==> src/verilog/TrapTypes.sv <==
// Shared types for the machine-mode trap subsystem
// path typedefs, CSR numbers, interrupt cause codes,
// CSR bit positions, mtvec mode encoding and the CSR request struct

package TrapTypes;

    // data path widths
    typedef logic [31:0] PC_Path;
    typedef logic [31:0] CSR_DataPath;
    typedef logic [11:0] CSR_AddrPath;
    typedef logic [31:0] TimerPath;
    typedef logic [3:0]  CauseCodePath;

    // mtvec.mode field, values above 1 are reserved
    typedef enum logic [1:0] {
        MTVEC_MODE_DIRECT   = 2'd0,
        MTVEC_MODE_VECTORED = 2'd1
    } MtvecModeType;

    // one CSR access from software
    typedef struct packed {
        logic        write;
        CSR_AddrPath addr;
        CSR_DataPath wdata;
    } CsrReqType;

    // standard machine CSR numbers
    localparam CSR_AddrPath CSR_ADDR_MSTATUS  = 12'h300;
    localparam CSR_AddrPath CSR_ADDR_MIE      = 12'h304;
    localparam CSR_AddrPath CSR_ADDR_MTVEC    = 12'h305;
    localparam CSR_AddrPath CSR_ADDR_MEPC     = 12'h341;
    localparam CSR_AddrPath CSR_ADDR_MCAUSE   = 12'h342;
    localparam CSR_AddrPath CSR_ADDR_MIP      = 12'h344;

    // timer registers live in the custom read/write CSR range
    localparam CSR_AddrPath CSR_ADDR_MTIME    = 12'h7C0;
    localparam CSR_AddrPath CSR_ADDR_MTIMECMP = 12'h7C1;

    // interrupt cause codes in mcause
    localparam CauseCodePath CAUSE_CODE_TIMER    = 4'd7;
    localparam CauseCodePath CAUSE_CODE_EXTERNAL = 4'd11;

    // mstatus bit positions
    localparam int CSR_MSTATUS_MIE_BIT  = 3;
    localparam int CSR_MSTATUS_MPIE_BIT = 7;

    // mie and mip bit positions
    localparam int CSR_MTIE_BIT = 7;
    localparam int CSR_MTIP_BIT = 7;
    localparam int CSR_MEIE_BIT = 11;
    localparam int CSR_MEIP_BIT = 11;

    // mcause flags an interrupt with its top bit
    localparam int CSR_MCAUSE_INTERRUPT_BIT = 31;

endpackage
==> src/verilog/TrapUnit.sv <==
// Machine-mode trap subsystem top level
// instances of CsrFile, MachineTimer and InterruptController

`timescale 1ns/1ns

module TrapUnit import TrapTypes::*; #(
    parameter PC_Path MTVEC_RESET = 32'h0
) (
    input  logic        clk,
    input  logic        rst,

    // CSR request port
    input  logic        reqValid,
    input  CsrReqType   req,
    output logic        reqReady,
    output logic        rspValid,
    output CSR_DataPath rspData,

    // interrupt and pipeline status
    input  logic        extInterrupt,
    input  logic        pipelineEmpty,
    input  logic        recoveryBusy,
    input  PC_Path      currentPc,
    input  logic        mret,

    // redirect to fetch
    output logic        fetchStall,
    output logic        trapValid,
    output PC_Path      trapTarget,
    output PC_Path      trapRetAddr
);

    // timer link
    logic         timerWrite;
    logic         timerSelCmp;
    TimerPath     timerWData;
    TimerPath     mtime;
    TimerPath     mtimecmp;
    logic         timerPending;

    // CSR state for the controller
    logic         mstatusMie;
    CSR_DataPath  mieReg;
    logic         meip;
    logic         mtip;
    logic [29:0]  mtvecBase;
    MtvecModeType mtvecMode;
    CauseCodePath code;

    MachineTimer timer0 (
        .clk, .rst, .timerWrite, .timerSelCmp, .timerWData,
        .mtime, .mtimecmp, .timerPending
    );

    CsrFile #(.MTVEC_RESET(MTVEC_RESET)) csr0 (
        .clk, .rst, .reqValid, .req, .reqReady, .rspValid, .rspData,
        .trigger(trapValid), .code, .currentPc, .mret,
        .extInterrupt, .timerPending, .mtime, .mtimecmp,
        .timerWrite, .timerSelCmp, .timerWData,
        .mstatusMie, .mpie(), .mieReg, .meip, .mtip,
        .mtvecBase, .mtvecMode, .mepc(trapRetAddr)
    );

    InterruptController intCtrl0 (
        .mstatusMie, .mieReg, .meip, .mtip, .mtvecBase, .mtvecMode,
        .pipelineEmpty, .recoveryBusy,
        .fetchStall, .trigger(trapValid), .code, .trapTarget
    );

endmodule

==> src/verilog/InterruptController.sv <==
// Interrupt controller
// enable/pending combination with timer priority, fetch stall
// until the pipeline drains, and trap target in direct or vectored mode

`timescale 1ns/1ns

module InterruptController import TrapTypes::*; (
    input  logic         mstatusMie,
    input  CSR_DataPath  mieReg,
    input  logic         meip,
    input  logic         mtip,
    input  logic [29:0]  mtvecBase,
    input  MtvecModeType mtvecMode,

    // pipeline status
    input  logic         pipelineEmpty,
    input  logic         recoveryBusy,

    output logic         fetchStall,
    output logic         trigger,
    output CauseCodePath code,
    output PC_Path       trapTarget
);

    logic reqTimer;
    logic reqExternal;
    logic [29:0] vectorBase;

    always_comb begin
        reqTimer    = mieReg[CSR_MTIE_BIT] && mtip;
        reqExternal = mieReg[CSR_MEIE_BIT] && meip;

        // timer wins when both are pending
        code = reqTimer ? CAUSE_CODE_TIMER : CAUSE_CODE_EXTERNAL;

        // stall only depends on CSR state, so clearing MIE
        // on the trap edge cannot feed back into this cycle
        fetchStall = mstatusMie && (reqTimer || reqExternal);

        // recovery may still be rewriting the PC on an empty pipeline
        trigger = fetchStall && pipelineEmpty && !recoveryBusy;

        // base is in words, so adding code gives base + 4 * code
        vectorBase = mtvecBase + 30'(code);
        if (mtvecMode == MTVEC_MODE_VECTORED) begin
            trapTarget = {vectorBase, 2'b00};
        end
        else begin
            trapTarget = {mtvecBase, 2'b00};
        end
    end

endmodule

==> src/verilog/CsrFile.sv <==
// Machine CSR file
// mstatus (MIE, MPIE), mie, mip, mtvec, mepc and mcause,
// request/response port, trap entry and mret updates,
// forwarding of timer register accesses

`timescale 1ns/1ns

module CsrFile import TrapTypes::*; #(
    parameter PC_Path MTVEC_RESET = 32'h0
) (
    input  logic         clk,
    input  logic         rst,

    // software request port
    input  logic         reqValid,
    input  CsrReqType    req,
    output logic         reqReady,
    output logic         rspValid,
    output CSR_DataPath  rspData,

    // trap control from the interrupt controller
    input  logic         trigger,
    input  CauseCodePath code,
    input  PC_Path       currentPc,
    input  logic         mret,

    // interrupt sources
    input  logic         extInterrupt,
    input  logic         timerPending,

    // timer access
    input  TimerPath     mtime,
    input  TimerPath     mtimecmp,
    output logic         timerWrite,
    output logic         timerSelCmp,
    output TimerPath     timerWData,

    // state seen by the interrupt controller and fetch
    output logic         mstatusMie,
    output logic         mpie,
    output CSR_DataPath  mieReg,
    output logic         meip,
    output logic         mtip,
    output logic [29:0]  mtvecBase,
    output MtvecModeType mtvecMode,
    output PC_Path       mepc
);

    logic         readyEnable;
    logic         reqFire;
    logic         reqWrite;
    CSR_DataPath  readData;
    CSR_DataPath  mcause;
    CSR_DataPath  mstatusValue;
    CSR_DataPath  mipValue;

    // no transfer while the trap is being taken
    always_comb begin
        reqReady = readyEnable && !trigger;
        reqFire  = reqValid && reqReady;
        reqWrite = reqFire && req.write;
        mtip     = timerPending;
    end

    always_comb begin
        mstatusValue = '0;
        mstatusValue[CSR_MSTATUS_MIE_BIT]  = mstatusMie;
        mstatusValue[CSR_MSTATUS_MPIE_BIT] = mpie;

        mipValue = '0;
        mipValue[CSR_MTIP_BIT] = mtip;
        mipValue[CSR_MEIP_BIT] = meip;

        // unknown addresses read as zero
        case (req.addr)
            CSR_ADDR_MSTATUS:  readData = mstatusValue;
            CSR_ADDR_MIE:      readData = mieReg;
            CSR_ADDR_MTVEC:    readData = {mtvecBase, mtvecMode};
            CSR_ADDR_MEPC:     readData = mepc;
            CSR_ADDR_MCAUSE:   readData = mcause;
            CSR_ADDR_MIP:      readData = mipValue;
            CSR_ADDR_MTIME:    readData = mtime;
            CSR_ADDR_MTIMECMP: readData = mtimecmp;
            default:           readData = '0;
        endcase
    end

    // timer writes go straight through to MachineTimer
    always_comb begin
        timerWrite  = reqWrite &&
            (req.addr == CSR_ADDR_MTIME || req.addr == CSR_ADDR_MTIMECMP);
        timerSelCmp = (req.addr == CSR_ADDR_MTIMECMP);
        timerWData  = req.wdata;
    end

    always_ff @(posedge clk) begin
        if (rst) begin
            readyEnable <= 1'b0;
            rspValid    <= 1'b0;
            mstatusMie  <= 1'b0;
            mpie        <= 1'b0;
            mieReg      <= '0;
            meip        <= 1'b0;
            mtvecBase   <= MTVEC_RESET[31:2];
            mtvecMode   <= (MTVEC_RESET[1:0] == 2'd1) ? MTVEC_MODE_VECTORED : MTVEC_MODE_DIRECT;
        end
        else begin
            readyEnable <= 1'b1;
            rspValid    <= reqFire;
            meip        <= extInterrupt;

            if (reqWrite && req.addr == CSR_ADDR_MSTATUS) begin
                mstatusMie <= req.wdata[CSR_MSTATUS_MIE_BIT];
                mpie       <= req.wdata[CSR_MSTATUS_MPIE_BIT];
            end
            if (reqWrite && req.addr == CSR_ADDR_MIE) begin
                mieReg <= '0;
                mieReg[CSR_MTIE_BIT] <= req.wdata[CSR_MTIE_BIT];
                mieReg[CSR_MEIE_BIT] <= req.wdata[CSR_MEIE_BIT];
            end
            if (reqWrite && req.addr == CSR_ADDR_MTVEC) begin
                mtvecBase <= req.wdata[31:2];
                // reserved modes fall back to direct
                mtvecMode <= (req.wdata[1:0] == 2'd1) ? MTVEC_MODE_VECTORED : MTVEC_MODE_DIRECT;
            end

            // trap entry beats mret, both beat a software write
            if (trigger) begin
                mpie       <= mstatusMie;
                mstatusMie <= 1'b0;
            end
            else if (mret) begin
                mstatusMie <= mpie;
                mpie       <= 1'b1;
            end
        end
    end

    // old value goes back on writes as well
    always_ff @(posedge clk) begin
        if (reqFire) begin
            rspData <= readData;
        end
    end

    always_ff @(posedge clk) begin
        if (trigger) begin
            mepc   <= currentPc;
            mcause <= '0;
            mcause[CSR_MCAUSE_INTERRUPT_BIT] <= 1'b1;
            mcause[3:0] <= code;
        end
        else begin
            if (reqWrite && req.addr == CSR_ADDR_MEPC) begin
                mepc <= {req.wdata[31:2], 2'b00};
            end
            if (reqWrite && req.addr == CSR_ADDR_MCAUSE) begin
                mcause <= req.wdata;
            end
        end
    end

endmodule

==> src/verilog/MachineTimer.sv <==
// Machine timer
// free-running mtime counter, writable mtimecmp compare register
// and the registered timer-pending flag

`timescale 1ns/1ns

module MachineTimer import TrapTypes::*; (
    input  logic     clk,
    input  logic     rst,

    // write port from the CSR file
    input  logic     timerWrite,
    input  logic     timerSelCmp,
    input  TimerPath timerWData,

    output TimerPath mtime,
    output TimerPath mtimecmp,
    output logic     timerPending
);

    logic writeTime;
    logic writeCmp;
    logic timeReached;

    always_comb begin
        writeTime = timerWrite && !timerSelCmp;
        writeCmp  = timerWrite && timerSelCmp;

        // unsigned compare of the current register values
        timeReached = (mtime >= mtimecmp);
    end

    // software write wins over the increment
    always_ff @(posedge clk) begin
        if (rst) begin
            mtime <= '0;
        end
        else if (writeTime) begin
            mtime <= timerWData;
        end
        else begin
            mtime <= mtime + TimerPath'(1);
        end
    end

    // all ones keeps the timer quiet until software arms it
    always_ff @(posedge clk) begin
        if (rst) begin
            mtimecmp <= '1;
        end
        else if (writeCmp) begin
            mtimecmp <= timerWData;
        end
    end

    // pending is one cycle behind the compare
    always_ff @(posedge clk) begin
        if (rst) begin
            timerPending <= 1'b0;
        end
        else begin
            timerPending <= timeReached;
        end
    end

endmodule

==> config.mk <==
export PLATFORM = sky130hd
export DESIGN_NAME = TrapUnit
export DESIGN_NICKNAME = d
export VERILOG_FILES = /design/src/verilog/TrapTypes.sv /design/src/verilog/TrapUnit.sv /design/src/verilog/InterruptController.sv /design/src/verilog/CsrFile.sv /design/src/verilog/MachineTimer.sv
export SDC_FILE = /design/constraint.sdc
export NUM_CORES = 1
export LEC_CHECK = 0
export ABC_AREA = 1
export BUFFER_PORTS_ARGS = -buffer_cell sky130_fd_sc_hd__buf_2
export CAP_MARGIN = 5
export CORE_ASPECT_RATIO = 1.25
export CORE_MARGIN = 10
export CORE_UTILIZATION = 45
export CTS_BUF_LIST = sky130_fd_sc_hd__clkbuf_2 sky130_fd_sc_hd__clkbuf_4 sky130_fd_sc_hd__clkbuf_8
export CTS_CLUSTER_SIZE = 10
export DETAILED_ROUTE_END_ITERATION = 7
export GPL_TIMING_DRIVEN = 0
export PLACE_DENSITY_LB_ADDON = 0.2
export SYNTH_ARGS = -nofsm -noshare
export SYNTH_HDL_FRONTEND = slang
export SYNTH_SLANG_ARGS = --single-unit
==> constraint.sdc <==
create_clock -name clk -period 6.93 [get_ports clk]
set_clock_uncertainty 0.05 [all_clocks]
set_input_delay 2.079 -clock clk [delete_from_list [all_inputs] [get_ports clk]]
set_output_delay 2.079 -clock clk [all_outputs]
set_load 0.03 [all_outputs]
* Yosys cells after proc, flatten, opt, wreduce, memory -nomap -nowiden
Cells that the tools add are included. Widths: inputs -> output; s select.
Operators by class: $add $sub $neg 2, multiplexer cells 15, $lt $le $gt $ge 1, reduce and logical (&&, ||, !) cells 26, equal/unequal tests 10
Operators by type and width (number):
- $pmux 32 s8 | 1
- $mux 32 | 4
- $eq 12x10->1 const B | 6
- $add 32x1->32 const B | 1
- $ge 32x32->1 | 1
- $add 30x4->30 | 1
- $eq 12x11->1 const B | 2
- $logic_and 1x1->1 | 16
- $mux 4 | 3
- $mux 1 | 7
- $reduce_bool 2->1 | 3
- $eq 2x1->1 const B | 2
- $logic_not 1->1 | 3
- $reduce_bool 3->1 | 1
- $logic_or 1x1->1 | 2
- $reduce_or 2->1 | 1
Word-level totals: output and inout port bits 100, register bits after elaboration 200, logic and storage cells 69, input bits 84

* Depth between registers and ports, before layout
depth in word-level cells 13, gate-level depth with buffers 15, gate-level depth less buffers 15

* By module
Synthesis repeated with hierarchy kept, for this count alone.
Second synthesis, totals: cell total of the unflattened synthesis 1747, area, all modules 12378.1 µm²
Modules (own cells, without submodules):
- CsrFile | cells each 950, area each 7194.4 µm², sequential area each 3363.2 µm², instances 1
- MachineTimer | cells each 561, area each 3953.8 µm², sequential area each 1301.2 µm², instances 1
- InterruptController | cells each 236, area each 1229.9 µm², sequential area each 0.0 µm², instances 1

* Worst setup path after synthesis
OpenSTA, ideal clock, no wires.
kind input-to-output, from input pipelineEmpty, to output trapValid, arrival time 2.998 ns, data required time 4.801 ns, buffers on the path 1, stages 5, setup slack 1.803 ns, cells stage by stage inv_1 -> nor2_1 -> nand3_4 -> inv_1 -> buf_1
On the way: cells in the longest elaborated chain, start to end 2
RTL lines:
- start, declared | line TrapUnit.sv:21 | input logic pipelineEmpty,
- $logic_and 1x1->1 (2 in series) | line InterruptController.sv:41 | trigger = fetchStall && pipelineEmpty && !recoveryBusy;
- end, declared | line TrapUnit.sv:28 | output logic trapValid,
No other way between the ends.

==> results.cfg <==
[status]
outcome = finished, final reports clean

[routing]
vias = 11000
wl_per_cell_um = 20.8
via_per_inst = 5.38
dr.pass1.iters = 5
ant_nets = 0
drc = 0
drt-total-wl_mm = 42.4
drtIter0Drc = 883

[global_routing]
grt_usage_pct = 26.3
antenna_found_initial = 2
grt_max_degree = 33
grt_pass1_vias = 10700
grt_pass1_wl_mm = 62.9
grt_overflow = 0

[timing]
hold_viol_final = 0
fmaxAchievable_ghz = 0.177
finalCriticalPeriod_ns = 5.65
worst_pin_slew_ns = 0.980
finalCritPeriodShare_pct = 81.5
timing.hold.ws_ns = 0.417
slew_headroom_pct = 34.5
slew_viol_final = 0
rsz0062_at_grt = false
setup_violations = 0
setup_tns_ns = 0
fin_ws_ns = 1.28

[power_and_ir_drop]
p_per_area_mw_per_mm2 = 168
power_mw = 2.15
ir_worst_vdd_uv = 120
p_leak_nw = 6.03

[min_path]
hold_class = reg2reg
min_from = csr0.mcause[31]$_SDFFE_PN1P_

[clock_tree]
post_cts_buffers = 0
cts_hold_buffers = 0
cts_buffers = 17
post_cts_resized = 0
clk_latency_ns = 0.51
cts_max_level = 4
cts_root_buffer = clkbuf_8
clk_path_buf_depth = 2
cts.sinks = 199
cts.clk_slew.worst_paths_ns = 0.12
tritoncts = built

[synthesis]
ys_warn_count = 0
synthArstFlopShare_pct = 0
synthDistinctLibCells = 43
syn_avg_cell_area_um2 = 7.40
synth-edff-count = 68
synth_flop_cell = dfxtp_1
synthCells = 1492
netlist_area_mm2 = 0.0110
ys_seq_elements = 199
ys_seq_area_share_pct = 42.2

[critical_path]
worstPathArrival_ns = 3.52
critPathMaxFanout = 10
cp-end-kind = output port
worstSetupPathType = in2out
worst_ep_required_time_ns = 4.80
cp_slowest_stage_delay_ns = 0.38
cp_cell_sequence = buf_2 -> nor2_1 -> nand3_4 -> inv_1 -> buf_1 -> buf_2
crit_path_top_delay_cell = buf_1
crit_start = recoveryBusy
cp_common_cell = buf_2
startpoint_type = primary input
r2r-start = timer0.timerPending$_SDFF_PP0_

[place]
gp_congestion = 0.970
port-buffer-count = 181
post-place-ws_ns = 1.32
dp_hpwl_mm = 34.0

[layout]
nNetsFinal = 1812
layout-drive-gt1-share_pct = 17.5
ff_latch_area_mm2 = 0.00466
area_delta_synth_final_pct = 15.7
multiInputGateArea_mm2 = 0.00524
fillCellCount = 2496
diodes = 0

[floorplan]
core_mm2 = 0.0243
die_area_mm2 = 0.0312
die_h_um = 195
pin_count = 184
fp-row-count = 64
start_util_pct = 45.4
die_w_um = 160

[job]
maxCapViolations = 0
## logic make-up (layout without fill, tap and decap cells)
| family | count (synthesis) | after routing | synth area share, % |
|---|---|---|---|
| xor+xnor | 46 | 46 | 3.65 |
| flops | 199 | 199 | 42.2 |
| fa+ha+maj | 35 | 35 | 3.97 |
| buf+inv | 265 | 478 | 10.3 |
| other cells | 1 | 2 | 0.0340 |
| compound gates | 232 | 232 | 11.5 |
| simple gates | 714 | 714 | 28.2 |
## metal layers
metal / share of wire, % / wire length, um / up-vias / GRT usage (%)
met5: 0.021 / 9 / - / 0
met4: 6.1 / 2570 / 2 / 15.8
met1: 40 / 16800 / 5058 / 30.7
met3: 7.1 / 3010 / 117 / 5.03
li1: - / - / 5265 / -
met2: 47 / 20000 / 520 / 44.0
## flip-flops by register name, indices dropped and copies added, names as in the netlist
name	cells
csr0.mtvecBase	30
csr0.meip	1
csr0.mstatusMie	1
csr0.readyEnable	1
csr0.rspValid	1
csr0.rspData	32
timer0.mtimecmp	32
timer0.mtime	32
csr0.mieReg	2
csr0.mpie	1
csr0.mtvecMode	1
csr0.mepc	32
timer0.timerPending	1
csr0.mcause	32
## power by group
group | switching, mW | internal (mW)
Combinational | 0.0944 | 0.0387
Sequential | 0.00527 | 1.21
Clock | 0.495 | 0.306
Total | 0.595 | 1.56
## layout by cell type (no fill, tap or decap), drive strengths merged, types with 2 or more instances in the layout
master | Yosys | layout
nand3b | 3 | 3
nor2 | 126 | 126
xnor2 | 3 | 3
o21ai | 99 | 99
nand3 | 88 | 88
buf | 40 | 221
nor3 | 31 | 31
nand4 | 40 | 40
xor2 | 43 | 43
inv | 203 | 211
dfxtp | 131 | 131
clkbuf | 21 | 38
o22ai | 21 | 21
ha | 35 | 35
a21oi | 80 | 80
nand2 | 426 | 426
o211ai | 7 | 7
clkinv | 1 | 6
conb | 1 | 2
o21a | 3 | 3
a22oi | 19 | 19
edfxtp | 68 | 68
## per-stage QoR
| stage | instance area, um2 | utilization, % | instances |
|---|---|---|---|
| floorplan | 11000 | - | 1493 |
| global route | 12800 | 52.5 | 2036 |
| finish | 12800 | 52.5 | 2036 |
| global placement | 12400 | 50.8 | 2004 |
| CTS | 12800 | 52.5 | 2036 |
| detailed placement | 12400 | 50.8 | 2004 |
## worst max-delay path, delay by kind of cell
kind	cells	cell delay (ns)
AND/OR/NAND/NOR	2	0.39
buffers and inverters	4	1.05
## layout make-up
| type | instances | share of cell area, % |
|---|---|---|
| Buffer | 61 | 2.93 |
| Tap cell | 330 | 3.23 |
| Timing Repair Buffer | 181 | 7.09 |
| Multi-Input combinational cell | 1029 | 41.0 |
| Clock buffer | 17 | 1.83 |
| Clock inverter | 15 | 1.37 |
| Sequential cell | 199 | 36.5 |
| Inverter | 204 | 6.00 |
## Yosys cell counts (all sizes together), types with 3 or more instances
cell type	count	area, um2
a21oi	80	400
a22oi	19	143
buf	40	292
clkbuf	21	82.6
dfxtp	131	2620
edfxtp	68	2040
ha	35	438
inv	203	762
nand2	426	1630
nand3	88	473
nand3b	3	22.5
nand4	40	280
nor2	126	524
nor3	31	188
o211ai	7	52.6
o21a	3	22.5
o21ai	99	499
o22ai	21	131
xnor2	3	26.3
xor2	43	377
## final timing paths
kind	endpoint	slack (ns)	depth (start not counted)
max	trapValid	1.28	6
min	csr0.mcause[31]$_SDFFE_PN1P_	0.42	2
max reg2reg	csr0.mepc[28]$_DFFE_PP_	4.13	9
min reg2reg	csr0.mcause[31]$_SDFFE_PN1P_	0.42	2
Power figures use the tool's default switching activity.
